==> config.mk <==
export PLATFORM = sky130hd
export DESIGN_NAME = psg_top
export DESIGN_NICKNAME = d
export VERILOG_FILES = /design/src/psg_cfg_pkg.sv /design/src/psg_bus_pkg.sv /design/src/psg_bus_arb.sv /design/src/wave_mem.sv /design/src/wave_channel.sv /design/src/psg_mixer.sv /design/src/psg_top.sv
export SDC_FILE = /design/constraint.sdc
export NUM_CORES = 2
export LEC_CHECK = 0
export BUFFER_PORTS_ARGS = -buffer_cell sky130_fd_sc_hd__buf_2
export CAP_MARGIN = 20
export CORE_ASPECT_RATIO = 1.75
export CORE_MARGIN = 2
export CORE_UTILIZATION = 60
export DETAILED_ROUTE_END_ITERATION = 7
export PLACE_DENSITY = 0.77
export SLEW_MARGIN = 30
export SYNTH_ARGS = -nofsm -noshare
export SYNTH_HDL_FRONTEND = slang
export SYNTH_SLANG_ARGS = --single-unit
==> constraint.sdc <==
create_clock -name clk -period 6.38 [get_ports clk]
set_clock_uncertainty 0.2 [all_clocks]
set_input_delay 0.638 -clock clk [delete_from_list [all_inputs] [get_ports clk]]
set_output_delay 0.638 -clock clk [all_outputs]
set_load 0.01 [all_outputs]
==> src/psg_cfg_pkg.sv <==
`default_nettype none

package psg_cfg_pkg;

	// ============================================================
	// sample and channel sizes
	// ============================================================
	localparam int PHASE_W  = 16;
	// 32 entries per channel table
	localparam int WAVE_AW  = 5;
	localparam int SAMPLE_W = 8;
	localparam int VOL_W    = 4;
	// signed sample times unsigned volume
	localparam int SCALED_W = 12;

	// ============================================================
	// host write port
	// ============================================================
	typedef enum logic [1:0] {
		OP_WAVE,
		OP_FREQ,
		OP_VOL,
		OP_ENABLE
	} host_op_e;

	typedef struct packed {
		logic               valid;
		host_op_e           op;
		logic [3:0]         chan;
		logic [WAVE_AW-1:0] index;
		logic [15:0]        data;
	} host_wr_t;

endpackage

`default_nettype wire

==> src/psg_bus_pkg.sv <==
`default_nettype none

package psg_bus_pkg;

	import psg_cfg_pkg::*;

	// ============================================================
	// shared wave table bus
	// ============================================================

	// one channel's read request with an index into its own table
	typedef struct packed {
		logic               valid;
		logic [WAVE_AW-1:0] index;
	} wave_req_t;

	// memory reply that comes one cycle after the merged valid
	typedef struct packed {
		logic                ack;
		logic [SAMPLE_W-1:0] data;
	} wave_rsp_t;

	// arbiter holds the grant while busy
	typedef enum logic {
		ARB_IDLE,
		ARB_BUSY
	} arb_state_e;

endpackage

`default_nettype wire

==> src/psg_bus_arb.sv <==
`default_nettype none
`timescale 1ns/10ps

module psg_bus_arb
	import psg_bus_pkg::*;
#(
	parameter int NUM_CHAN = 4
) (
	input  logic                     clk,
	input  logic                     rst,
	input  wave_req_t [NUM_CHAN-1:0] req,
	input  wave_rsp_t                rsp,
	output logic [NUM_CHAN-1:0]      grant,
	output wave_req_t                mem_req,
	output logic [3:0]               mem_chan
);

	arb_state_e state;
	logic [3:0] pick_idx;
	logic       pick_found;

	// scan from the top down so the lowest requesting channel wins
	always_comb begin
		pick_idx = 4'd0;
		pick_found = 1'b0;
		for (int i = NUM_CHAN - 1; i >= 0; i--) begin
			if (req[i].valid) begin
				pick_idx = 4'(i);
				pick_found = 1'b1;
			end
		end
	end

	// grant only changes in idle and drops on the ack cycle
	always_ff @(posedge clk) begin
		if (rst) begin
			state <= ARB_IDLE;
			grant <= '0;
			mem_chan <= 4'd0;
		end else begin
			case (state)
				ARB_IDLE: begin
					if (pick_found) begin
						grant <= NUM_CHAN'(1) << pick_idx;
						mem_chan <= pick_idx;
						state <= ARB_BUSY;
					end
				end
				ARB_BUSY: begin
					if (rsp.ack) begin
						grant <= '0;
						state <= ARB_IDLE;
					end
				end
				default: state <= ARB_IDLE;
			endcase
		end
	end

	// forward the granted channel's request to memory
	always_comb begin
		mem_req = '0;
		if (state == ARB_BUSY) begin
			mem_req = req[mem_chan];
		end
	end

endmodule

`default_nettype wire

==> src/wave_mem.sv <==
`default_nettype none
`timescale 1ns/10ps

module wave_mem
	import psg_cfg_pkg::*;
	import psg_bus_pkg::*;
#(
	parameter int NUM_CHAN = 4
) (
	input  logic       clk,
	input  logic       rst,
	input  host_wr_t   host,
	input  wave_req_t  mem_req,
	input  logic [3:0] mem_chan,
	output wave_rsp_t  rsp
);

	localparam int CW = (NUM_CHAN > 1) ? $clog2(NUM_CHAN) : 1;
	localparam int AW = CW + WAVE_AW;

	// one table of 32 samples per channel with the channel number on top
	logic [SAMPLE_W-1:0] mem [NUM_CHAN << WAVE_AW];
	logic [AW-1:0]       wr_addr;
	logic [AW-1:0]       rd_addr;
	logic                wr_en;
	logic                ack_q;
	logic [SAMPLE_W-1:0] data_q;

	assign wr_addr = {host.chan[CW-1:0], host.index};
	assign rd_addr = {mem_chan[CW-1:0], mem_req.index};
	assign wr_en = host.valid && (host.op == OP_WAVE) && ({1'b0, host.chan} < 5'(NUM_CHAN));

	always_ff @(posedge clk) begin
		if (wr_en) begin
			mem[wr_addr] <= host.data[SAMPLE_W-1:0];
		end
		if (mem_req.valid) begin
			data_q <= mem[rd_addr];
		end
	end

	// single ack per request because valid is still high on the ack cycle
	always_ff @(posedge clk) begin
		if (rst) begin
			ack_q <= 1'b0;
		end else begin
			ack_q <= mem_req.valid && !ack_q;
		end
	end

	assign rsp = '{ack: ack_q, data: data_q};

endmodule

`default_nettype wire

==> src/wave_channel.sv <==
`default_nettype none
`timescale 1ns/10ps

module wave_channel
	import psg_cfg_pkg::*;
	import psg_bus_pkg::*;
#(
	parameter int CHAN_ID = 0
) (
	input  logic                       clk,
	input  logic                       rst,
	input  logic                       sample_tick,
	input  host_wr_t                   host,
	input  logic                       grant,
	input  wave_rsp_t                  rsp,
	output wave_req_t                  req,
	output logic signed [SCALED_W-1:0] scaled
);

	typedef enum logic {
		FETCH_IDLE,
		FETCH_WAIT
	} fetch_state_e;

	fetch_state_e               state;
	logic [PHASE_W-1:0]         freq;
	logic [PHASE_W-1:0]         phase;
	logic [PHASE_W-1:0]         next_phase;
	logic [VOL_W-1:0]           vol;
	logic                       enable;
	logic                       host_hit;
	logic signed [SCALED_W-1:0] product;

	assign host_hit = host.valid && (host.chan == 4'(CHAN_ID));
	assign next_phase = phase + freq;
	// pad a zero onto the unsigned volume before the signed multiply
	assign product = $signed(rsp.data) * $signed({1'b0, vol});

	// ============================================================
	// configuration registers
	// ============================================================
	always_ff @(posedge clk) begin
		if (rst) begin
			freq <= '0;
			vol <= '0;
			enable <= 1'b0;
		end else if (host_hit) begin
			case (host.op)
				OP_FREQ:   freq <= host.data;
				OP_VOL:    vol <= host.data[VOL_W-1:0];
				OP_ENABLE: enable <= host.data[0];
				default: ;
			endcase
		end
	end

	// ============================================================
	// phase accumulator and fetch FSM
	// ============================================================
	always_ff @(posedge clk) begin
		if (rst) begin
			state <= FETCH_IDLE;
			phase <= '0;
			req <= '0;
			scaled <= '0;
		end else begin
			if (sample_tick && enable) begin
				phase <= next_phase;
			end
			case (state)
				FETCH_IDLE: begin
					// table index is the top bits of the new phase
					if (sample_tick && enable) begin
						req.valid <= 1'b1;
						req.index <= next_phase[PHASE_W-1 -: WAVE_AW];
						state <= FETCH_WAIT;
					end
				end
				FETCH_WAIT: begin
					// request stays up until our own ack even if disabled meanwhile
					if (grant && rsp.ack) begin
						req.valid <= 1'b0;
						state <= FETCH_IDLE;
						scaled <= product;
					end
				end
				default: state <= FETCH_IDLE;
			endcase
			if (!enable) begin
				scaled <= '0;
			end
		end
	end

endmodule

`default_nettype wire

==> src/psg_mixer.sv <==
`default_nettype none
`timescale 1ns/10ps

module psg_mixer
	import psg_cfg_pkg::*;
#(
	parameter int NUM_CHAN    = 4,
	parameter int OUT_CREDITS = 4,
	parameter int MIX_W       = SCALED_W + $clog2(NUM_CHAN)
) (
	input  logic                               clk,
	input  logic                               rst,
	input  logic                               sample_tick,
	input  logic [NUM_CHAN-1:0][SCALED_W-1:0]  scaled,
	input  logic                               credit_return,
	output logic                               mix_valid,
	output logic signed [MIX_W-1:0]            mix_sample,
	output logic [7:0]                         overrun
);

	localparam int CRED_W = $clog2(OUT_CREDITS + 1);

	logic [CRED_W-1:0]       credits;
	logic signed [MIX_W-1:0] sum;
	logic                    emit;

	// sign extend each channel before adding
	always_comb begin
		sum = '0;
		for (int i = 0; i < NUM_CHAN; i++) begin
			sum = sum + MIX_W'($signed(scaled[i]));
		end
	end

	assign emit = sample_tick && (credits != '0);

	// ============================================================
	// output credits and overrun count
	// ============================================================
	always_ff @(posedge clk) begin
		if (rst) begin
			credits <= CRED_W'(OUT_CREDITS);
			mix_valid <= 1'b0;
			overrun <= 8'd0;
		end else begin
			mix_valid <= emit;
			case ({emit, credit_return})
				2'b10: credits <= credits - 1'b1;
				2'b01: begin
					// never above the reset level
					if (credits != CRED_W'(OUT_CREDITS)) begin
						credits <= credits + 1'b1;
					end
				end
				default: ;
			endcase
			if (sample_tick && !emit) begin
				overrun <= overrun + 8'd1;
			end
		end
	end

	always_ff @(posedge clk) begin
		if (emit) begin
			mix_sample <= sum;
		end
	end

endmodule

`default_nettype wire

==> src/psg_top.sv <==
`default_nettype none
`timescale 1ns/10ps

module psg_top
	import psg_cfg_pkg::*;
	import psg_bus_pkg::*;
#(
	parameter int  NUM_CHAN    = 4,
	parameter int  OUT_CREDITS = 4,
	localparam int MIX_W       = SCALED_W + $clog2(NUM_CHAN)
) (
	input  logic                    clk,
	input  logic                    rst,
	input  logic                    sample_tick,
	input  host_wr_t                host,
	input  logic                    credit_return,
	output logic                    mix_valid,
	output logic signed [MIX_W-1:0] mix_sample,
	output logic [7:0]              overrun
);

	wave_req_t [NUM_CHAN-1:0]          chan_req;
	logic [NUM_CHAN-1:0]               grant;
	wave_req_t                         mem_req;
	logic [3:0]                        mem_chan;
	wave_rsp_t                         mem_rsp;
	logic [NUM_CHAN-1:0][SCALED_W-1:0] chan_scaled;

	psg_bus_arb #(.NUM_CHAN(NUM_CHAN)) u_arb (
		.clk(clk), .rst(rst), .req(chan_req), .rsp(mem_rsp),
		.grant(grant), .mem_req(mem_req), .mem_chan(mem_chan)
	);

	wave_mem #(.NUM_CHAN(NUM_CHAN)) u_mem (
		.clk(clk), .rst(rst), .host(host),
		.mem_req(mem_req), .mem_chan(mem_chan), .rsp(mem_rsp)
	);

	// one channel per table with its own index
	for (genvar i = 0; i < NUM_CHAN; i++) begin : g_chan
		wave_channel #(.CHAN_ID(i)) u_chan (
			.clk(clk), .rst(rst), .sample_tick(sample_tick), .host(host),
			.grant(grant[i]), .rsp(mem_rsp), .req(chan_req[i]), .scaled(chan_scaled[i])
		);
	end

	psg_mixer #(.NUM_CHAN(NUM_CHAN), .OUT_CREDITS(OUT_CREDITS), .MIX_W(MIX_W)) u_mix (
		.clk(clk), .rst(rst), .sample_tick(sample_tick), .scaled(chan_scaled),
		.credit_return(credit_return), .mix_valid(mix_valid),
		.mix_sample(mix_sample), .overrun(overrun)
	);

endmodule

`default_nettype wire

# Word level (Yosys, flattened, before mapping)
# Memories as Yosys holds them, arrays and structs flattened. A register that Yosys moved wholly into a read port is not among the register bits.
# Index checks and enable logic that the tools add are counted.
dict set report word_totals {
  n_memories 1
  ramBits 1024
  reg_bits 260
}
dict set report classes {
  add_sub_neg 10
  n_eq_ne 20
  bitwise 9
  mul 4
  reduce_logical 54
  shift 1
  magnitude_cmp 2
  mux 45
}
# name words width rd rd_clocked_by_memory_dff write_ports line
set memory_table {}
lappend memory_table {u_mem.mem 128 8 1 1 1 wave_mem.sv:22} ;# logic [SAMPLE_W-1:0] mem [NUM_CHAN << WAVE_AW];
# op n
set op_table {}
lappend op_table {{$add A16 B16 Y16} 4}
lappend op_table {{$reduce_and A2 Y1} 27}
lappend op_table {{$mul A8 B5 Y12} 4}
lappend op_table {{$mux W6} 6}
lappend op_table {{$mux W1} 20}
lappend op_table {{$mux W4} 5}
lappend op_table {{$pmux W1 S2} 9}
lappend op_table {{$logic_and A1 B1 Y1} 17}
lappend op_table {{$add A13 B12 Y14} 1}
lappend op_table {{$add A14 B12 Y14} 1}
lappend op_table {{$ne A2 B1 Y1 const B} 7}
lappend op_table {{$add A12 B12 Y13} 1}
lappend op_table {{$bmux W6 S2} 1}
lappend op_table {{$not A1 Y1} 9}
lappend op_table {{$add A8 B1 Y8 const B} 1}
lappend op_table {{$eq A4 B2 Y1 const B} 2}
lappend op_table {{$lt A4 B3 Y1 const B} 2}
lappend op_table {{$ne A2 B2 Y1 const B} 4}
lappend op_table {{$pmux W4 S2} 1}
lappend op_table {{$reduce_or A2 Y1} 4}
lappend op_table {{$eq A2 B2 Y1 const B} 3}
lappend op_table {{$pmux W3 S2} 1}
lappend op_table {{$eq A2 B1 Y1 const B} 2}
lappend op_table {{$eq A4 B1 Y1 const B} 1}
lappend op_table {{11 further kinds} 12}

# Longest topological paths before layout
dict set report depth {
  word_depth 7
  depth_mapped 17
}

# Cells and area by module
# From an unflattened synthesis, not the netlist that was laid out.
dict set report hier_totals {
  hier_cells 3867
  hier_area_um2 58567.4
}
# mod area_per_inst_um2 seq_area_each_um2 cells_per_inst instances
set modules_own_cells {}
lappend modules_own_cells {wave_mem 39715.6 31009.7 1627 1}
lappend modules_own_cells {{wave_channel at g_chan[1].u_chan} 4050.1 1121.1 487 1}
lappend modules_own_cells {{wave_channel at g_chan[3].u_chan} 4018.9 1121.1 480 1}
lappend modules_own_cells {{wave_channel at g_chan[0].u_chan} 3996.3 1121.1 502 1}
lappend modules_own_cells {{wave_channel at g_chan[2].u_chan} 3957.5 1121.1 472 1}
lappend modules_own_cells {psg_mixer 2319.7 660.6 246 1}
lappend modules_own_cells {psg_bus_arb 509.2 140.1 53 1}

# Least setup slack after synthesis
# No wires, ideal clock.
dict set report synth_path {
  path_kind {register to register}
  startpoint {register u_mem.data_q[1], read port of u_mem.mem}
  endpoint {register g_chan[1].u_chan.scaled[10]}
  required_time_ns 6.058
  n_path_buf 1
  stages_incl_launch_ff 18
  setup_time_ns 0.122
  synth_period_minus_slack_ns 3.828
  slack_ns 2.552
  arrival_ns 3.505
  path_cell_list {edfxtp_1 > clkbuf_1 > and2_1 > ha_1 > inv_1 > fa_1 > fa_1 > inv_1 > ha_1 > nor2b_1 > o21ai_0 > a21boi_0 > o21ai_0 > nand2b_1 > a21o_1 > a21oi_1 > xor2_1 > o21ai_0}
}
dict set report synth_via {
  elab_chain_len 1
}
# item line
set synth_rtl {}
lappend synth_rtl {{start: declaration} wave_mem.sv:27} ;# logic [SAMPLE_W-1:0] data_q;
lappend synth_rtl {{$mul A8 B5 Y12} wave_channel.sv:37} ;# assign product = $signed(rsp.data) * $signed({1'b0, vol});
lappend synth_rtl {{end signal: assignment} wave_channel.sv:84} ;# scaled <= product;
lappend synth_rtl {{end: declaration} wave_channel.sv:17} ;# output logic signed [SCALED_W-1:0] scaled
# Every way passes these cells.
# A chain may end at the register's enable or synchronous reset.

# Worst setup path after layout
dict set report layout_path {
  startpoint {register u_arb.mem_chan[0]}
  endpoint {register u_mem.data_q[3], read port of u_mem.mem (data pin)}
}
dict set report layout_via {
  elab_chain_len 3
}
# item line
set layout_rtl {}
lappend layout_rtl {{start: declaration} psg_bus_arb.sv:15} ;# output logic [3:0] mem_chan
lappend layout_rtl {{start signal: assignment} psg_bus_arb.sv:45} ;# mem_chan <= pick_idx;
lappend layout_rtl {{$bmux W6 S2} psg_bus_arb.sv:64} ;# mem_req = req[mem_chan];
lappend layout_rtl {{$mux W6 (implied by the code)} psg_bus_arb.sv:64}
lappend layout_rtl {{$mux W6} psg_bus_arb.sv:63} ;# if (state == ARB_BUSY) begin
# Several ways; a longest one is shown, not always the timed one. The select of a mux whose other input is x is not followed.

==> out/qor.yml <==
status: "finished, final reports clean"
rows: 149
fin_area_sq_um: 62170
critPathTopFamily: "simple AND/OR/NAND/NOR gates"
crit_chain: "mux4_4 > nand2b_4 > buf_4 > o221ai_1 > a21oi_1 > nor4_1 > nor4_2 > or4_1"
totalPowerFinal_uw: 16110
critPathMaxStageDelay_ns: 1.07
insertion_delay_ns: 0.72
numCtsBuffers: 109
min_period_over_period: 0.8278
drive_gt1_frac: 0.06679
crit_path_start_kind: "register"
crit_path_top_delay_cell: "mux4_4"
mostFrequentLayoutCell: "edfxtp_1"
max-vdd-ir-drop_uv: 197.4
area_growth_pct: 8.707
grt_pass1_vias: 38340
critical_path_required_ns: 6.63
fmax_mhz: 189.3
ant_nets: 0
use_met3: 0.04504
cts_hold_buf: 3
dr.pass1.iters: 8
rsz0062_at_grt: "no"
dp.cells: 5808
vias: 38730
critPathBufInv: 1
cp_max_fo: 59
path_class: "reg2reg"
port_buffers: 54
grt_pass1_wl_mm: 227.7
synthCells: 4766
wl_mm: 152.1
cts_resized: 0
crit_path_end_kind: "register"
hold_viol: 0
routed_via_density: 6.438
powerDensity_nw_per_um2: 259.1
setup_viol: 0
p_leak_uw: 0.02174
cts-htree-levels: 3
routabilityCongestion: 0.9832
drc_errors: 0
fin_tns_setup_ns: 0
synth_fp_nets: 5050
ys_warn_count: 0
critPathCapture: "u_mem.data_q[3]$_DFFE_PP_"
cts_root_buf: "clkbuf_16"
dp_hpwl_mm: 97.57
final_cell_mix: "edfxtp_1 (1046), nand2_1 (692), a21oi_1 (501), nor2_1 (252), dfxtp_1 (244)"
fp.dieH_um: 412.4
timing.rr.start: "u_arb.mem_chan[0]$_SDFFE_PP0P_"
met1_usage: 0.3358
ys_ff_latch: 1290
critPathLaunch: "u_arb.mem_chan[0]$_SDFFE_PP0P_"
r2r_slack_ns: 1.10
synth-edff-count: 1046
post-place-ws_ns: 1.328
overflow: 0
cts_tree: "yes"
async_reset_ff_frac: 0
wl_per_cell_um: 25.28
drt_iter0_markers: 4327
antenna_found_initial: 4
synth_seq_area_share: 0.6346
cts.sinks: 1290
dpl_cell_area_sq_um: 58510
hold_class: "in2reg"
drv_cap: 0
crit_cells: 8
postCtsSetupBuffers: 0
critPathArrivalTime_ns: 5.53
fin_crit_ns: 5.281
synthFlopType: "edfxtp_1"
post_synth.cell_area_avg_sq_um: 12.00
nets: 5000
slew_viol_final: 0
coreArea_sq_um: 94330
rr_worst_depth: 8
clk_path_buf_depth: 3
netlist_area_sq_um: 57190
use_met2: 0.5521
tightest_slew_ns: 1.124
io_pins: 55
worstReg2RegEnd: "u_mem.data_q[3]$_DFFE_PP_"
setup_slack_ns: 1.099
top_usage_layer: "met2"
clkTransAtPathRegs_ns: 0.07
fp.dieW_um: 237.4
final_cell_count_no_fill: 6016
relSlewSlack: 0.2436
grt_max_degree: 129
yosysUniqueCellTypes: 68
die-area_sq_um: 97900
grtUsageTotal: 0.3107
start_util: 0.6063
## through the flow
stage / hold slack [ns] / utilization
finish: 0.03974 / 0.6591
global route: 0.01653 / 0.6591
CTS: 0.01342 / 0.6580
detailed placement: 0.2468 / 0.6203
global placement: 0.2420 / 0.6199
floorplan: 0.2319 / -
## metal layers
layer | vias up | share of wire
met1 | 18900 | 0.33
met2 | 1971 | 0.51
met3 | 533 | 0.072
met4 | 2 | 0.084
met5 | - | 0.000085
li1 | 17330 | -
## kinds of logic (layout without fill, tap and decap cells)
| family | after synthesis | count (layout) | synth area share |
|---|---|---|---|
| and+or+nand+nor | 1425 | 1425 | 0.1115 |
| xor gates and xnor gates | 102 | 102 | 0.01562 |
| DFF | 1290 | 1290 | 0.6346 |
| AOI/OAI and AO/OA | 1086 | 1086 | 0.1171 |
| buffers and inverters | 514 | 554 | 0.03531 |
| other | 0 | 2 | 0 |
| muxes | 97 | 97 | 0.01831 |
| adders and majority gates | 252 | 252 | 0.06747 |
## worst reg2reg max path: cells and delay by family (launching register included)
kind | cells | cell delay, ns
compound gates | 2 | 0.34
buf+inv | 1 | 0.58
mux | 1 | 1.07
simple gates | 4 | 2.14
flops | 1 | 0.70
## layout make-up
class	instances	area, sq um
multi-input combinational	2962	19020
inverter	235	882.1
clock inverter	67	663.1
fill	6727	32160
clock buffer	134	2863
sequential	1290	36290
antenna	2	5.005
tap	1208	1511
timing repair buffer	118	927.1
## cells in the mapped netlist, types with 9 or more instances
cell	n	area (sq um)
a211oi_1	18	135.1
a21o_1	15	112.6
a21oi_1	501	2507
a22o_1	30	262.8
and2_1	104	650.6
and3_1	17	106.4
buf_1	24	90.09
buf_2	33	165.2
clkbuf_1	212	795.8
dfxtp_1	244	4885
edfxtp_1	1046	31410
fa_1	94	1882
ha_1	158	1977
inv_1	234	878.3
mux2i_1	90	900.9
nand2_1	697	2616
nand2b_1	13	81.33
nand3_1	69	345.3
nand4_1	10	62.56
nor2_1	259	972.2
nor2b_1	34	212.7
nor3_1	87	435.4
nor4_1	88	550.5
o211ai_1	9	67.56
o21a_1	25	187.7
o21ai_0	131	655.6
o221ai_1	138	1209
o22ai_1	132	825.8
o31ai_1	9	67.56
o41ai_1	16	140.1
or3_1	13	81.33
or4_1	12	90.09
xnor2_1	66	578.1
xor2_1	36	315.3
## worst min-delay path by stage
stage | slack, ns | start | cells after the start | endpoint
floorplan | 0.23 | g_chan[0].u_chan.scaled[5]$_SDFFE_PP0P_ | 2 | g_chan[0].u_chan.scaled[5]$_SDFFE_PP0P_
global placement | 0.24 | g_chan[2].u_chan.phase[9]$_SDFFE_PP0P_ | 2 | g_chan[2].u_chan.phase[9]$_SDFFE_PP0P_
detailed placement | 0.25 | g_chan[1].u_chan.scaled[7]$_SDFFE_PP0P_ | 2 | g_chan[1].u_chan.scaled[7]$_SDFFE_PP0P_
CTS | 0.01 | host[9] | 3 | g_chan[2].u_chan.freq[9]$_SDFFE_PP0P_
global route | 0.02 | host[9] | 3 | g_chan[3].u_chan.freq[9]$_SDFFE_PP0P_
finish | 0.04 | host[9] | 3 | g_chan[2].u_chan.freq[9]$_SDFFE_PP0P_
## report_power, final
| group | total (uW) | internal (uW) | switching, uW |
|---|---|---|---|
| combinational | 301 | 57.3 | 244 |
| sequential | 9120 | 9100 | 19.7 |
| clock | 6690 | 3650 | 3040 |
| total | 16100 | 12800 | 3300 |
## flip-flops by register name, indices dropped and copies added, names as in the netlist, 8 cells and up
name,cells
g_chan.u_chan.req,24
u_mix.mix_sample,14
u_mem.mem,1024
g_chan.u_chan.freq,64
g_chan.u_chan.scaled,48
u_mem.data_q,8
g_chan.u_chan.phase,64
u_mix.overrun,8
g_chan.u_chan.vol,16
No activity file was read; power rests on OpenSTA's default activity.
